==> src/common/uart_line_pkg.sv <==
`default_nettype none

package uart_line_pkg;

    localparam int MAX_FRAME_BITS = 12;

    typedef logic [7:0]                data_byte_t;
    typedef logic [15:0]               baud_div_t;   // Clocks per bit minus one.
    typedef logic [MAX_FRAME_BITS-1:0] frame_t;
    typedef logic [3:0]                bit_count_t;

    typedef struct packed {
        logic      enable;
        logic      parity_en;
        logic      parity_odd;
        logic      two_stop;
        baud_div_t baud_div;
    } line_cfg_t;

    typedef struct packed {
        data_byte_t data;
        logic       frame_err;
        logic       parity_err;
    } rx_result_t;

    typedef enum logic {TX_IDLE, TX_SHIFT} tx_state_t;
    typedef enum logic {RX_IDLE, RX_SAMPLE} rx_state_t;

    // Start, eight data bits and one stop bit, plus the optional bits.
    function automatic bit_count_t frame_len(line_cfg_t cfg);
        return bit_count_t'(10) + bit_count_t'(cfg.parity_en) + bit_count_t'(cfg.two_stop);
    endfunction

    // Even parity makes the total count of ones even.
    function automatic logic parity_bit(data_byte_t data, logic odd);
        return (^data) ^ odd;
    endfunction

endpackage

`default_nettype wire

==> src/common/uart_reg_pkg.sv <==
`default_nettype none

package uart_reg_pkg;

    typedef logic [3:0]  reg_addr_t;
    typedef logic [31:0] reg_data_t;

    typedef struct packed {
        logic      write;   // One-cycle write strobe.
        logic      read;    // Read strobe, rdata is valid while it is high.
        reg_addr_t addr;
        reg_data_t wdata;
    } bus_req_t;

    // ****************************************
    // Register map
    // ****************************************
    localparam reg_addr_t ADDR_DATA       = 4'd0;
    localparam reg_addr_t ADDR_STATUS     = 4'd1;
    localparam reg_addr_t ADDR_CTRL       = 4'd2;
    localparam reg_addr_t ADDR_BAUD       = 4'd3;
    localparam reg_addr_t ADDR_IRQ_EN     = 4'd4;
    localparam reg_addr_t ADDR_IRQ_STATUS = 4'd5;

    localparam int CTRL_ENABLE     = 0;
    localparam int CTRL_PARITY_EN  = 1;
    localparam int CTRL_PARITY_ODD = 2;
    localparam int CTRL_TWO_STOP   = 3;

    localparam int ST_RX_AVAIL    = 0;
    localparam int ST_TX_NOT_FULL = 1;
    localparam int ST_FRAME_ERR   = 2;
    localparam int ST_OVERRUN     = 3;
    localparam int ST_TX_BUSY     = 4;
    localparam int ST_PARITY_ERR  = 5;

    // Interrupt sources, same order in IRQ_EN and IRQ_STATUS.
    typedef logic [2:0] irq_vec_t;

    localparam int IRQ_RX      = 0;
    localparam int IRQ_TX_DONE = 1;
    localparam int IRQ_ERR     = 2;

endpackage

`default_nettype wire
==> src/uart_top.sv <==
`timescale 1ns/1ps
`default_nettype none

module uart_top #(
    parameter int FIFO_DEPTH = 8,
    parameter int CLOCK_HZ   = 50_000_000
) (
    input  wire logic                   clk,
    input  wire logic                   rst_n,
    input  wire uart_reg_pkg::bus_req_t bus_req,
    output uart_reg_pkg::reg_data_t     rdata,
    output logic                        tx,
    input  wire logic                   rx,
    output logic                        irq
);

    uart_line_pkg::line_cfg_t   cfg;
    uart_line_pkg::data_byte_t  tx_head;
    uart_line_pkg::data_byte_t  rx_head;
    uart_line_pkg::rx_result_t  rx_result;
    logic                       tx_push;
    logic                       tx_pop;
    logic                       tx_full;
    logic                       tx_empty;
    logic                       tx_busy;
    logic                       tx_done;
    logic                       rx_push;
    logic                       rx_pop;
    logic                       rx_full;
    logic                       rx_empty;
    logic                       rx_valid;

    uart_regs #(
        .FIFO_DEPTH (FIFO_DEPTH),
        .CLOCK_HZ   (CLOCK_HZ)
    ) i_regs (
        .clk       (clk),
        .rst_n     (rst_n),
        .bus_req   (bus_req),
        .rdata     (rdata),
        .cfg       (cfg),
        .tx_push   (tx_push),
        .tx_full   (tx_full),
        .rx_pop    (rx_pop),
        .rx_empty  (rx_empty),
        .rx_head   (rx_head),
        .tx_busy   (tx_busy),
        .tx_done   (tx_done),
        .rx_valid  (rx_valid),
        .rx_result (rx_result),
        .rx_push   (rx_push),
        .rx_full   (rx_full),
        .irq       (irq)
    );

    // Transmit bytes come straight from the bus write data.
    byte_fifo #(.DEPTH(FIFO_DEPTH)) i_tx_fifo (
        .clk       (clk),
        .rst_n     (rst_n),
        .push      (tx_push),
        .push_data (bus_req.wdata[7:0]),
        .pop       (tx_pop),
        .pop_data  (tx_head),
        .full      (tx_full),
        .empty     (tx_empty)
    );

    byte_fifo #(.DEPTH(FIFO_DEPTH)) i_rx_fifo (
        .clk       (clk),
        .rst_n     (rst_n),
        .push      (rx_push),
        .push_data (rx_result.data),
        .pop       (rx_pop),
        .pop_data  (rx_head),
        .full      (rx_full),
        .empty     (rx_empty)
    );

    uart_tx i_tx (
        .clk        (clk),
        .rst_n      (rst_n),
        .cfg        (cfg),
        .fifo_empty (tx_empty),
        .fifo_data  (tx_head),
        .fifo_pop   (tx_pop),
        .tx         (tx),
        .busy       (tx_busy),
        .done       (tx_done)
    );

    uart_rx i_rx (
        .clk    (clk),
        .rst_n  (rst_n),
        .cfg    (cfg),
        .rx     (rx),
        .valid  (rx_valid),
        .result (rx_result)
    );

endmodule

`default_nettype wire

==> src/uart_rx/uart_rx.sv <==
`timescale 1ns/1ps
`default_nettype none

module uart_rx (
    input  wire logic                     clk,
    input  wire logic                     rst_n,
    input  wire uart_line_pkg::line_cfg_t cfg,
    input  wire logic                     rx,
    output logic                          valid,
    output uart_line_pkg::rx_result_t     result
);

    uart_line_pkg::rx_state_t  state;
    uart_line_pkg::line_cfg_t  fmt;         // Format held for the whole frame.
    uart_line_pkg::baud_div_t  cnt;
    uart_line_pkg::bit_count_t idx;
    uart_line_pkg::data_byte_t data;
    logic                      rx_meta;
    logic                      rx_sync;
    logic                      par_sample;
    logic                      frame_bad;
    logic                      sample_tick;
    logic                      last_sample;

    assign sample_tick = state == uart_line_pkg::RX_SAMPLE && cnt == '0;
    assign last_sample = idx == uart_line_pkg::frame_len(fmt) - 1'b1;

    always_ff @(posedge clk or negedge rst_n) begin
        if (!rst_n) begin
            rx_meta <= 1'b1;   // Idle line level.
            rx_sync <= 1'b1;
        end else begin
            rx_meta <= rx;
            rx_sync <= rx_meta;
        end
    end

    // ****************************************
    // Bit timing
    // ****************************************
    always_ff @(posedge clk or negedge rst_n) begin
        if (!rst_n) begin
            state <= uart_line_pkg::RX_IDLE;
            valid <= 1'b0;
            cnt   <= '0;
            idx   <= '0;
        end else begin
            valid <= 1'b0;
            if (!cfg.enable) begin
                state <= uart_line_pkg::RX_IDLE;
            end else if (state == uart_line_pkg::RX_IDLE) begin
                if (!rx_sync) begin
                    state <= uart_line_pkg::RX_SAMPLE;
                    cnt   <= cfg.baud_div >> 1;   // First sample lands mid start bit.
                    idx   <= '0;
                end
            end else if (cnt != '0) begin
                cnt <= cnt - 1'b1;
            end else begin
                cnt <= fmt.baud_div;
                idx <= idx + 1'b1;
                if (last_sample) begin
                    state <= uart_line_pkg::RX_IDLE;
                    valid <= 1'b1;
                end
            end
        end
    end

    // ****************************************
    // Sampling and frame check
    // ****************************************
    always_ff @(posedge clk) begin
        if (state == uart_line_pkg::RX_IDLE) begin
            fmt       <= cfg;
            frame_bad <= 1'b0;
        end else if (sample_tick) begin
            if (idx == '0)
                frame_bad <= rx_sync;                   // Start bit must still be low.
            else if (idx <= 4'd8)
                data <= {rx_sync, data[7:1]};           // LSB arrives first.
            else if (fmt.parity_en && idx == 4'd9)
                par_sample <= rx_sync;
            else if (!rx_sync)
                frame_bad <= 1'b1;

            if (last_sample) begin
                result.data       <= data;
                result.frame_err  <= frame_bad || !rx_sync;
                result.parity_err <= fmt.parity_en &&
                    (par_sample != uart_line_pkg::parity_bit(data, fmt.parity_odd));
            end
        end
    end

endmodule

`default_nettype wire

==> src/uart_tx/uart_tx.sv <==
`timescale 1ns/1ps
`default_nettype none

module uart_tx (
    input  wire logic                      clk,
    input  wire logic                      rst_n,
    input  wire uart_line_pkg::line_cfg_t  cfg,
    input  wire logic                      fifo_empty,
    input  wire uart_line_pkg::data_byte_t fifo_data,
    output logic                           fifo_pop,
    output logic                           tx,
    output logic                           busy,
    output logic                           done
);

    localparam int FB = uart_line_pkg::MAX_FRAME_BITS;

    uart_line_pkg::tx_state_t  state;
    uart_line_pkg::frame_t     image;
    uart_line_pkg::frame_t     shift;       // Bits still to go out, next one in bit 0.
    uart_line_pkg::bit_count_t bits_left;
    uart_line_pkg::baud_div_t  baud_cnt;
    logic                      bit_end;

    assign fifo_pop = state == uart_line_pkg::TX_IDLE && cfg.enable && !fifo_empty;
    assign busy     = state == uart_line_pkg::TX_SHIFT;
    assign bit_end  = busy && baud_cnt >= cfg.baud_div;

    // Start bit in bit 0; unused upper bits stay high as stop bits.
    always_comb begin
        image      = '1;
        image[0]   = 1'b0;
        image[8:1] = fifo_data;
        if (cfg.parity_en)
            image[9] = uart_line_pkg::parity_bit(fifo_data, cfg.parity_odd);
    end

    always_ff @(posedge clk or negedge rst_n) begin
        if (!rst_n) begin
            state     <= uart_line_pkg::TX_IDLE;
            tx        <= 1'b1;
            done      <= 1'b0;
            bits_left <= '0;
            baud_cnt  <= '0;
        end else begin
            done <= 1'b0;
            if (!cfg.enable) begin
                state <= uart_line_pkg::TX_IDLE;
                tx    <= 1'b1;
            end else if (fifo_pop) begin
                state     <= uart_line_pkg::TX_SHIFT;
                tx        <= image[0];
                bits_left <= uart_line_pkg::frame_len(cfg);
                baud_cnt  <= '0;
            end else if (bit_end) begin
                baud_cnt  <= '0;
                bits_left <= bits_left - 1'b1;
                tx        <= shift[0];
                if (bits_left == 4'd1) begin   // Last stop bit has run its period.
                    state <= uart_line_pkg::TX_IDLE;
                    tx    <= 1'b1;
                    done  <= 1'b1;
                end
            end else if (busy) begin
                baud_cnt <= baud_cnt + 1'b1;
            end
        end
    end

    always_ff @(posedge clk) begin
        if (fifo_pop)
            shift <= {1'b1, image[FB-1:1]};
        else if (bit_end)
            shift <= {1'b1, shift[FB-1:1]};
    end

endmodule

`default_nettype wire

==> src/uart_regs.sv <==
`timescale 1ns/1ps
`default_nettype none

module uart_regs #(
    parameter int FIFO_DEPTH = 8,
    parameter int CLOCK_HZ   = 50_000_000
) (
    input  wire logic                      clk,
    input  wire logic                      rst_n,
    input  wire uart_reg_pkg::bus_req_t    bus_req,
    output uart_reg_pkg::reg_data_t        rdata,
    output uart_line_pkg::line_cfg_t       cfg,
    output logic                           tx_push,
    input  wire logic                      tx_full,
    output logic                           rx_pop,
    input  wire logic                      rx_empty,
    input  wire uart_line_pkg::data_byte_t rx_head,
    input  wire logic                      tx_busy,
    input  wire logic                      tx_done,
    input  wire logic                      rx_valid,
    input  wire uart_line_pkg::rx_result_t rx_result,
    output logic                           rx_push,
    input  wire logic                      rx_full,
    output logic                           irq
);

    localparam uart_line_pkg::baud_div_t BAUD_RESET =
        uart_line_pkg::baud_div_t'(CLOCK_HZ / 115200 - 1);
    localparam int LEVEL_W = $clog2(FIFO_DEPTH + 1);

    logic [3:0]               ctrl;
    uart_line_pkg::baud_div_t baud;
    uart_reg_pkg::irq_vec_t   irq_en;
    uart_reg_pkg::irq_vec_t   irq_status;
    logic                     irq_tx_done;
    logic                     irq_err;
    logic                     frame_err;
    logic                     parity_err;
    logic                     overrun;
    logic [LEVEL_W-1:0]       tx_level;    // Bytes in the transmit FIFO not yet started.
    logic                     tx_busy_q;
    logic                     tx_start;
    logic                     wr_irq_status;
    logic                     rx_good;

    assign wr_irq_status = bus_req.write && bus_req.addr == uart_reg_pkg::ADDR_IRQ_STATUS;
    assign tx_push  = bus_req.write && bus_req.addr == uart_reg_pkg::ADDR_DATA && !tx_full;
    assign rx_pop   = bus_req.read && bus_req.addr == uart_reg_pkg::ADDR_DATA && !rx_empty;
    assign rx_good  = rx_valid && !rx_result.frame_err && !rx_result.parity_err;
    assign rx_push  = rx_good && !rx_full;
    assign tx_start = tx_busy && !tx_busy_q;   // A frame leaves the FIFO.

    assign cfg = '{enable:     ctrl[uart_reg_pkg::CTRL_ENABLE],
                   parity_en:  ctrl[uart_reg_pkg::CTRL_PARITY_EN],
                   parity_odd: ctrl[uart_reg_pkg::CTRL_PARITY_ODD],
                   two_stop:   ctrl[uart_reg_pkg::CTRL_TWO_STOP],
                   baud_div:   baud};

    always_comb begin
        irq_status = '0;
        irq_status[uart_reg_pkg::IRQ_RX]      = !rx_empty;
        irq_status[uart_reg_pkg::IRQ_TX_DONE] = irq_tx_done;
        irq_status[uart_reg_pkg::IRQ_ERR]     = irq_err;
    end

    assign irq = |(irq_en & irq_status);

    // ****************************************
    // Control registers
    // ****************************************
    always_ff @(posedge clk or negedge rst_n) begin
        if (!rst_n) begin
            ctrl   <= 4'b0001;   // Enabled, 8N1.
            baud   <= BAUD_RESET;
            irq_en <= '0;
        end else if (bus_req.write) begin
            case (bus_req.addr)
                uart_reg_pkg::ADDR_CTRL:   ctrl   <= bus_req.wdata[3:0];
                uart_reg_pkg::ADDR_BAUD:   baud   <= bus_req.wdata[15:0];
                uart_reg_pkg::ADDR_IRQ_EN: irq_en <= bus_req.wdata[2:0];
                default: ;
            endcase
        end
    end

    // ****************************************
    // Status and interrupt bits
    // ****************************************
    always_ff @(posedge clk or negedge rst_n) begin
        if (!rst_n) begin
            frame_err   <= 1'b0;
            parity_err  <= 1'b0;
            overrun     <= 1'b0;
            irq_err     <= 1'b0;
            irq_tx_done <= 1'b0;
            tx_level    <= '0;
            tx_busy_q   <= 1'b0;
        end else begin
            tx_busy_q <= tx_busy;
            case ({tx_push, tx_start})
                2'b10:   tx_level <= tx_level + 1'b1;
                2'b01:   tx_level <= tx_level - 1'b1;
                default: ;
            endcase

            if (wr_irq_status && bus_req.wdata[uart_reg_pkg::IRQ_ERR]) begin
                frame_err  <= 1'b0;
                parity_err <= 1'b0;
                overrun    <= 1'b0;
                irq_err    <= 1'b0;
            end
            if (rx_valid) begin
                if (rx_result.frame_err)
                    frame_err <= 1'b1;
                if (rx_result.parity_err)
                    parity_err <= 1'b1;
                if (rx_good && rx_full)
                    overrun <= 1'b1;   // The new byte is lost.
                if (!rx_push)
                    irq_err <= 1'b1;
            end

            if (tx_done && tx_level == '0)
                irq_tx_done <= 1'b1;
            if (tx_push || (wr_irq_status && bus_req.wdata[uart_reg_pkg::IRQ_TX_DONE]))
                irq_tx_done <= 1'b0;
        end
    end

    always_comb begin
        rdata = '0;
        if (bus_req.read) begin
            case (bus_req.addr)
                uart_reg_pkg::ADDR_DATA: begin
                    if (!rx_empty)
                        rdata[7:0] = rx_head;
                end
                uart_reg_pkg::ADDR_STATUS: begin
                    rdata[uart_reg_pkg::ST_RX_AVAIL]    = !rx_empty;
                    rdata[uart_reg_pkg::ST_TX_NOT_FULL] = !tx_full;
                    rdata[uart_reg_pkg::ST_FRAME_ERR]   = frame_err;
                    rdata[uart_reg_pkg::ST_OVERRUN]     = overrun;
                    rdata[uart_reg_pkg::ST_TX_BUSY]     = tx_busy;
                    rdata[uart_reg_pkg::ST_PARITY_ERR]  = parity_err;
                end
                uart_reg_pkg::ADDR_CTRL:       rdata[3:0]  = ctrl;
                uart_reg_pkg::ADDR_BAUD:       rdata[15:0] = baud;
                uart_reg_pkg::ADDR_IRQ_EN:     rdata[2:0]  = irq_en;
                uart_reg_pkg::ADDR_IRQ_STATUS: rdata[2:0]  = irq_status;
                default: ;
            endcase
        end
    end

endmodule

`default_nettype wire

==> src/byte_fifo.sv <==
`timescale 1ns/1ps
`default_nettype none

module byte_fifo #(
    parameter int DEPTH = 8   // Power of two.
) (
    input  wire logic                      clk,
    input  wire logic                      rst_n,
    input  wire logic                      push,
    input  wire uart_line_pkg::data_byte_t push_data,
    input  wire logic                      pop,
    output uart_line_pkg::data_byte_t      pop_data,
    output logic                           full,
    output logic                           empty
);

    localparam int AW = $clog2(DEPTH);

    uart_line_pkg::data_byte_t mem [DEPTH];
    logic [AW:0]               wr_ptr;
    logic [AW:0]               rd_ptr;

    // The extra pointer bit tells a full buffer from an empty one.
    assign empty    = wr_ptr == rd_ptr;
    assign full     = (wr_ptr[AW] != rd_ptr[AW]) && (wr_ptr[AW-1:0] == rd_ptr[AW-1:0]);
    assign pop_data = mem[rd_ptr[AW-1:0]];

    always_ff @(posedge clk) begin
        if (push && !full)
            mem[wr_ptr[AW-1:0]] <= push_data;
    end

    always_ff @(posedge clk or negedge rst_n) begin
        if (!rst_n) begin
            wr_ptr <= '0;
            rd_ptr <= '0;
        end else begin
            if (push && !full)
                wr_ptr <= wr_ptr + 1'b1;
            if (pop && !empty)
                rd_ptr <= rd_ptr + 1'b1;
        end
    end

endmodule

`default_nettype wire

==> config.mk <==
export PLATFORM = sky130hd
export DESIGN_NAME = uart_top
export DESIGN_NICKNAME = d
export VERILOG_FILES = /design/src/common/uart_line_pkg.sv /design/src/common/uart_reg_pkg.sv /design/src/uart_top.sv /design/src/uart_rx/uart_rx.sv /design/src/uart_tx/uart_tx.sv /design/src/uart_regs.sv /design/src/byte_fifo.sv
export SDC_FILE = /design/constraint.sdc
export NUM_CORES = 1
export LEC_CHECK = 0
export ABC_AREA = 1
export BUFFER_PORTS_ARGS = -buffer_cell sky130_fd_sc_hd__buf_4
export CAP_MARGIN = 5
export CORE_ASPECT_RATIO = 1.75
export CORE_MARGIN = 3
export CORE_UTILIZATION = 55
export DETAILED_ROUTE_END_ITERATION = 8
export PLACE_DENSITY = 0.88
export SYNTH_ARGS = -nofsm -noshare
export SYNTH_HDL_FRONTEND = slang
export SYNTH_SLANG_ARGS = --single-unit
==> constraint.sdc <==
create_clock -name clk -period 2.29 [get_ports clk]
set_input_delay 0.229 -clock clk [delete_from_list [all_inputs] [get_ports clk]]
set_output_delay 0.229 -clock clk [all_outputs]
set_load 0.02 [all_outputs]
==> metrics <==
RD Place Congestion 0.944; DIE WIDTH 123 um; Syn Area/Cell 9.69 sq um; Synth Flop Type edfxtp_1; WL/cell 18.9 um; most frequent cells in the layout nand2_1 (319), edfxtp_1 (175), inv_1 (150); Async S/R FF share, synth 35.3%; status finished with violations; Slowest-stage cell, CP dfrtp_2; Syn. warnings 0; P_leak 6.62 nW; Syn Std Cell Area 13200 sq um; Setup WS post-layout -0.283 ns; 1st-iter DRT viols 1006; Sink Count 272; Clock Skews 0.0252 ns; Post-synth EDFFs 175; crit path launch type register; Worst Tran Pin Value 0.666 ns; crit end category output port; initial antenna violation count 0; routed wire length 34000 um; CP bufs+invs 4; final-report setup violation count 9; IO buf count 42; Finished Cell Area 15500 sq um; dpl hpwl 21700 um; slowest stage delay, CP 0.47 ns; Area Growth Syn to Fin 17.8%; IO Count 75; Max Cap Viol 0; routed vias 10500; mux contribution to synthesized area 0%; VDD IR-drop max 575 uV; Most common cell on crit path buf_6; layout cell share with drive strength beyond 1 17.8%; CP arrival 2.34 ns; Rows 74; Syn Inst Count 1358; #FFs+latches synth 272; CTS tree yes; die area 25900 sq um; DR pass1 iterations 7; Clock transition at path regs 0.08 ns; commonest non-fill, non-tap cell in the layout nand2_1; critical-path cell list inv_1, buf_6, buf_4, nor2_1, o221ai_2, a31oi_2, a21oi_2, buf_6; failing checks setup timing; Setup CP Type register to output port; largest family of logic cells by synthesized area simple AND/OR/NAND/NOR gates; Vias/cell 5.81; Rel. slew slack 55.5%; delay-heaviest family, CP buffers and inverters; adder and majority cell fraction of the synthesized area 3.29%; root buffer cell clkbuf_16; Core Area 23400 sq um; die height 211 um; n_diodes 0; Cell Area, Placed 14000 sq um; compound-gate portion of the synthesized area 8.72%; post-synthesis sequential area ratio 58.4%; total CTS buffers 23; Initial Util 56.2%; critical path data required time 2.06 ns; Max Freq 389 MHz; FF-to-FF setup slack 0.06 ns; first-pass GRT wire length 50600 um; PD cells 1040 nW/um^2; vias in the first global route 10100; global-route usage over all layers 25.0%; post-synthesis cell type count 50; Fin. Hold Viols 0; RSZ-0062 raised after global routing true; worst-case clock buffer depth 3; GRT Residual Overflow 0; Cell Count, Final, Fillers Out 1802; CTS HTree Levels 1; Pins Over Slew Limit 0; post-synthesis xor/xnor area fraction 3.06%; clk_lat worst skew 0.53 ns; simple-gate share of the synthesized area 18.9%; Antenna Nets Post-Route 0; Final Cycle Share 112%; fin nets 1558; DRC Markers 0; critical-path maximum fanout 15; Final min period 2.57 ns; Hold WC Path Type input port to register; DP Cell Count 1716; pin count of the biggest net entering global routing 41
worst register-to-register path: stages (launching register included):
cell and delay [ns]:
dfrtp_1 0.39, xnor2_1 0.16, nand2_1 0.08, nor2_2 0.15
nand2_2 0.10, nand2_4 0.08, ha_4 0.17, ha_4 0.22
nand2_2 0.07, nor2_2 0.04, a211oi_2 0.23, nor2_1 0.07
nor2_1 0.11, nand2_1 0.08, xnor2_1 0.20
final cells by class:
class / count / area [sq um]
clock inverters: 14 / 135
fillers: 1543 / 7930
clock buffers: 26 / 587
repair buffers: 142 / 1210
well taps: 304 / 380
inverters: 164 / 637
multi-input cells: 880 / 4850
flip-flops and latches: 272 / 7690
layer usage:
metal / GRT usage (%) / vias to the layer above / share of wire [%]
met2: 46.8 / 604 / 55
met4: 16.1 / 0 / 7.2
met3: 3.56 / 182 / 6.7
met5: 0 / - / 0
met1: 25.2 / 4944 / 31
li1: - / 4745 / -
sequential cells by signal, summed over array words and instances, names as in the netlist, 3 cells and up:
signal / flops
i_rx.fmt: 19
i_rx_fifo.rd_ptr: 4
i_rx.idx: 4
i_tx.shift: 9
i_rx.result: 10
i_regs.tx_level: 4
i_rx.data: 8
i_regs.ctrl: 4
i_tx.bits_left: 4
i_regs.baud: 16
i_tx.baud_cnt: 16
i_rx_fifo.mem: 64
i_rx.cnt: 16
i_tx_fifo.rd_ptr: 4
i_rx_fifo.wr_ptr: 4
i_tx_fifo.wr_ptr: 4
i_tx_fifo.mem: 64
i_regs.irq_en: 3
stage by stage:
step	setup slack [ns]	util (%)	hold WS [ns]	TNS, ns	power [mW]
after floorplan	0.0403	-	-0.0666	0	10.0
after global placement	0.118	59.6	0.246	0	11.0
after detailed placement	0.0703	59.6	0.251	0	11.3
after CTS	-0.138	64.4	0.00146	-0.807	15.4
after global routing	-0.327	66.2	0.0540	-2.27	17.0
final	-0.283	66.2	0.0498	-1.64	16.2
synth_stat cells (all sizes together), types with 9 or more instances:
master	instances	share of area, %
dfrtp	87	17
clkbuf	12	0.34
nand2	334	9.8
ha	33	3.1
edfxtp	175	40
xor2	32	2.1
buf	46	2.5
o21ai	87	3.3
dfstp	9	1.8
nand4	11	0.52
nor2	119	3.7
nand3	86	3.3
a21oi	61	2.5
o22ai	14	0.67
inv	164	4.7
xnor2	14	0.93
nor3	25	1.0
timing repair:
item	4_1_cts	5_1_grt
gates resized for setup	40	55
hold buffers	15	1
cloned	0	1
buffers inserted	11	19
endpoints found under the hold margin	96	8
pin swaps	10	29
setup endpoints to repair	8	42
where the power goes:
group,switching [mW],internal (mW),leakage [nW]
Sequential,0.508,5.89,2.79
Combinational,3.74,2.19,3.49
Clock,1.77,2.08,0.341
cells by family after synthesis:
logic type,count (synthesis)
and+or+nand+nor,584
buffers and inverters,222
adders and majority gates,34
AOI/OAI and AO/OA,199
other,1
DFF,272
xor gates and xnor gates,46
path summary, 6_finish.rpt:
check | start | to | depth (start not counted)
worst max register to register | i_tx_fifo.rd_ptr[1] | i_regs.tx_level[3] | 14
worst min-delay path | bus_req[9] | i_regs.baud[9] | 3
max in group asynchronous | rst_n | i_rx_fifo.wr_ptr[0] | 3
worst min register to register | i_rx.rx_meta | i_rx.rx_sync | 0
min in group asynchronous | rst_n | i_rx.cnt[14] | 2
worst max-delay path | i_rx_fifo.rd_ptr[0] | rdata[3] | 8
Note: power is estimated with default switching activity, not from simulation.
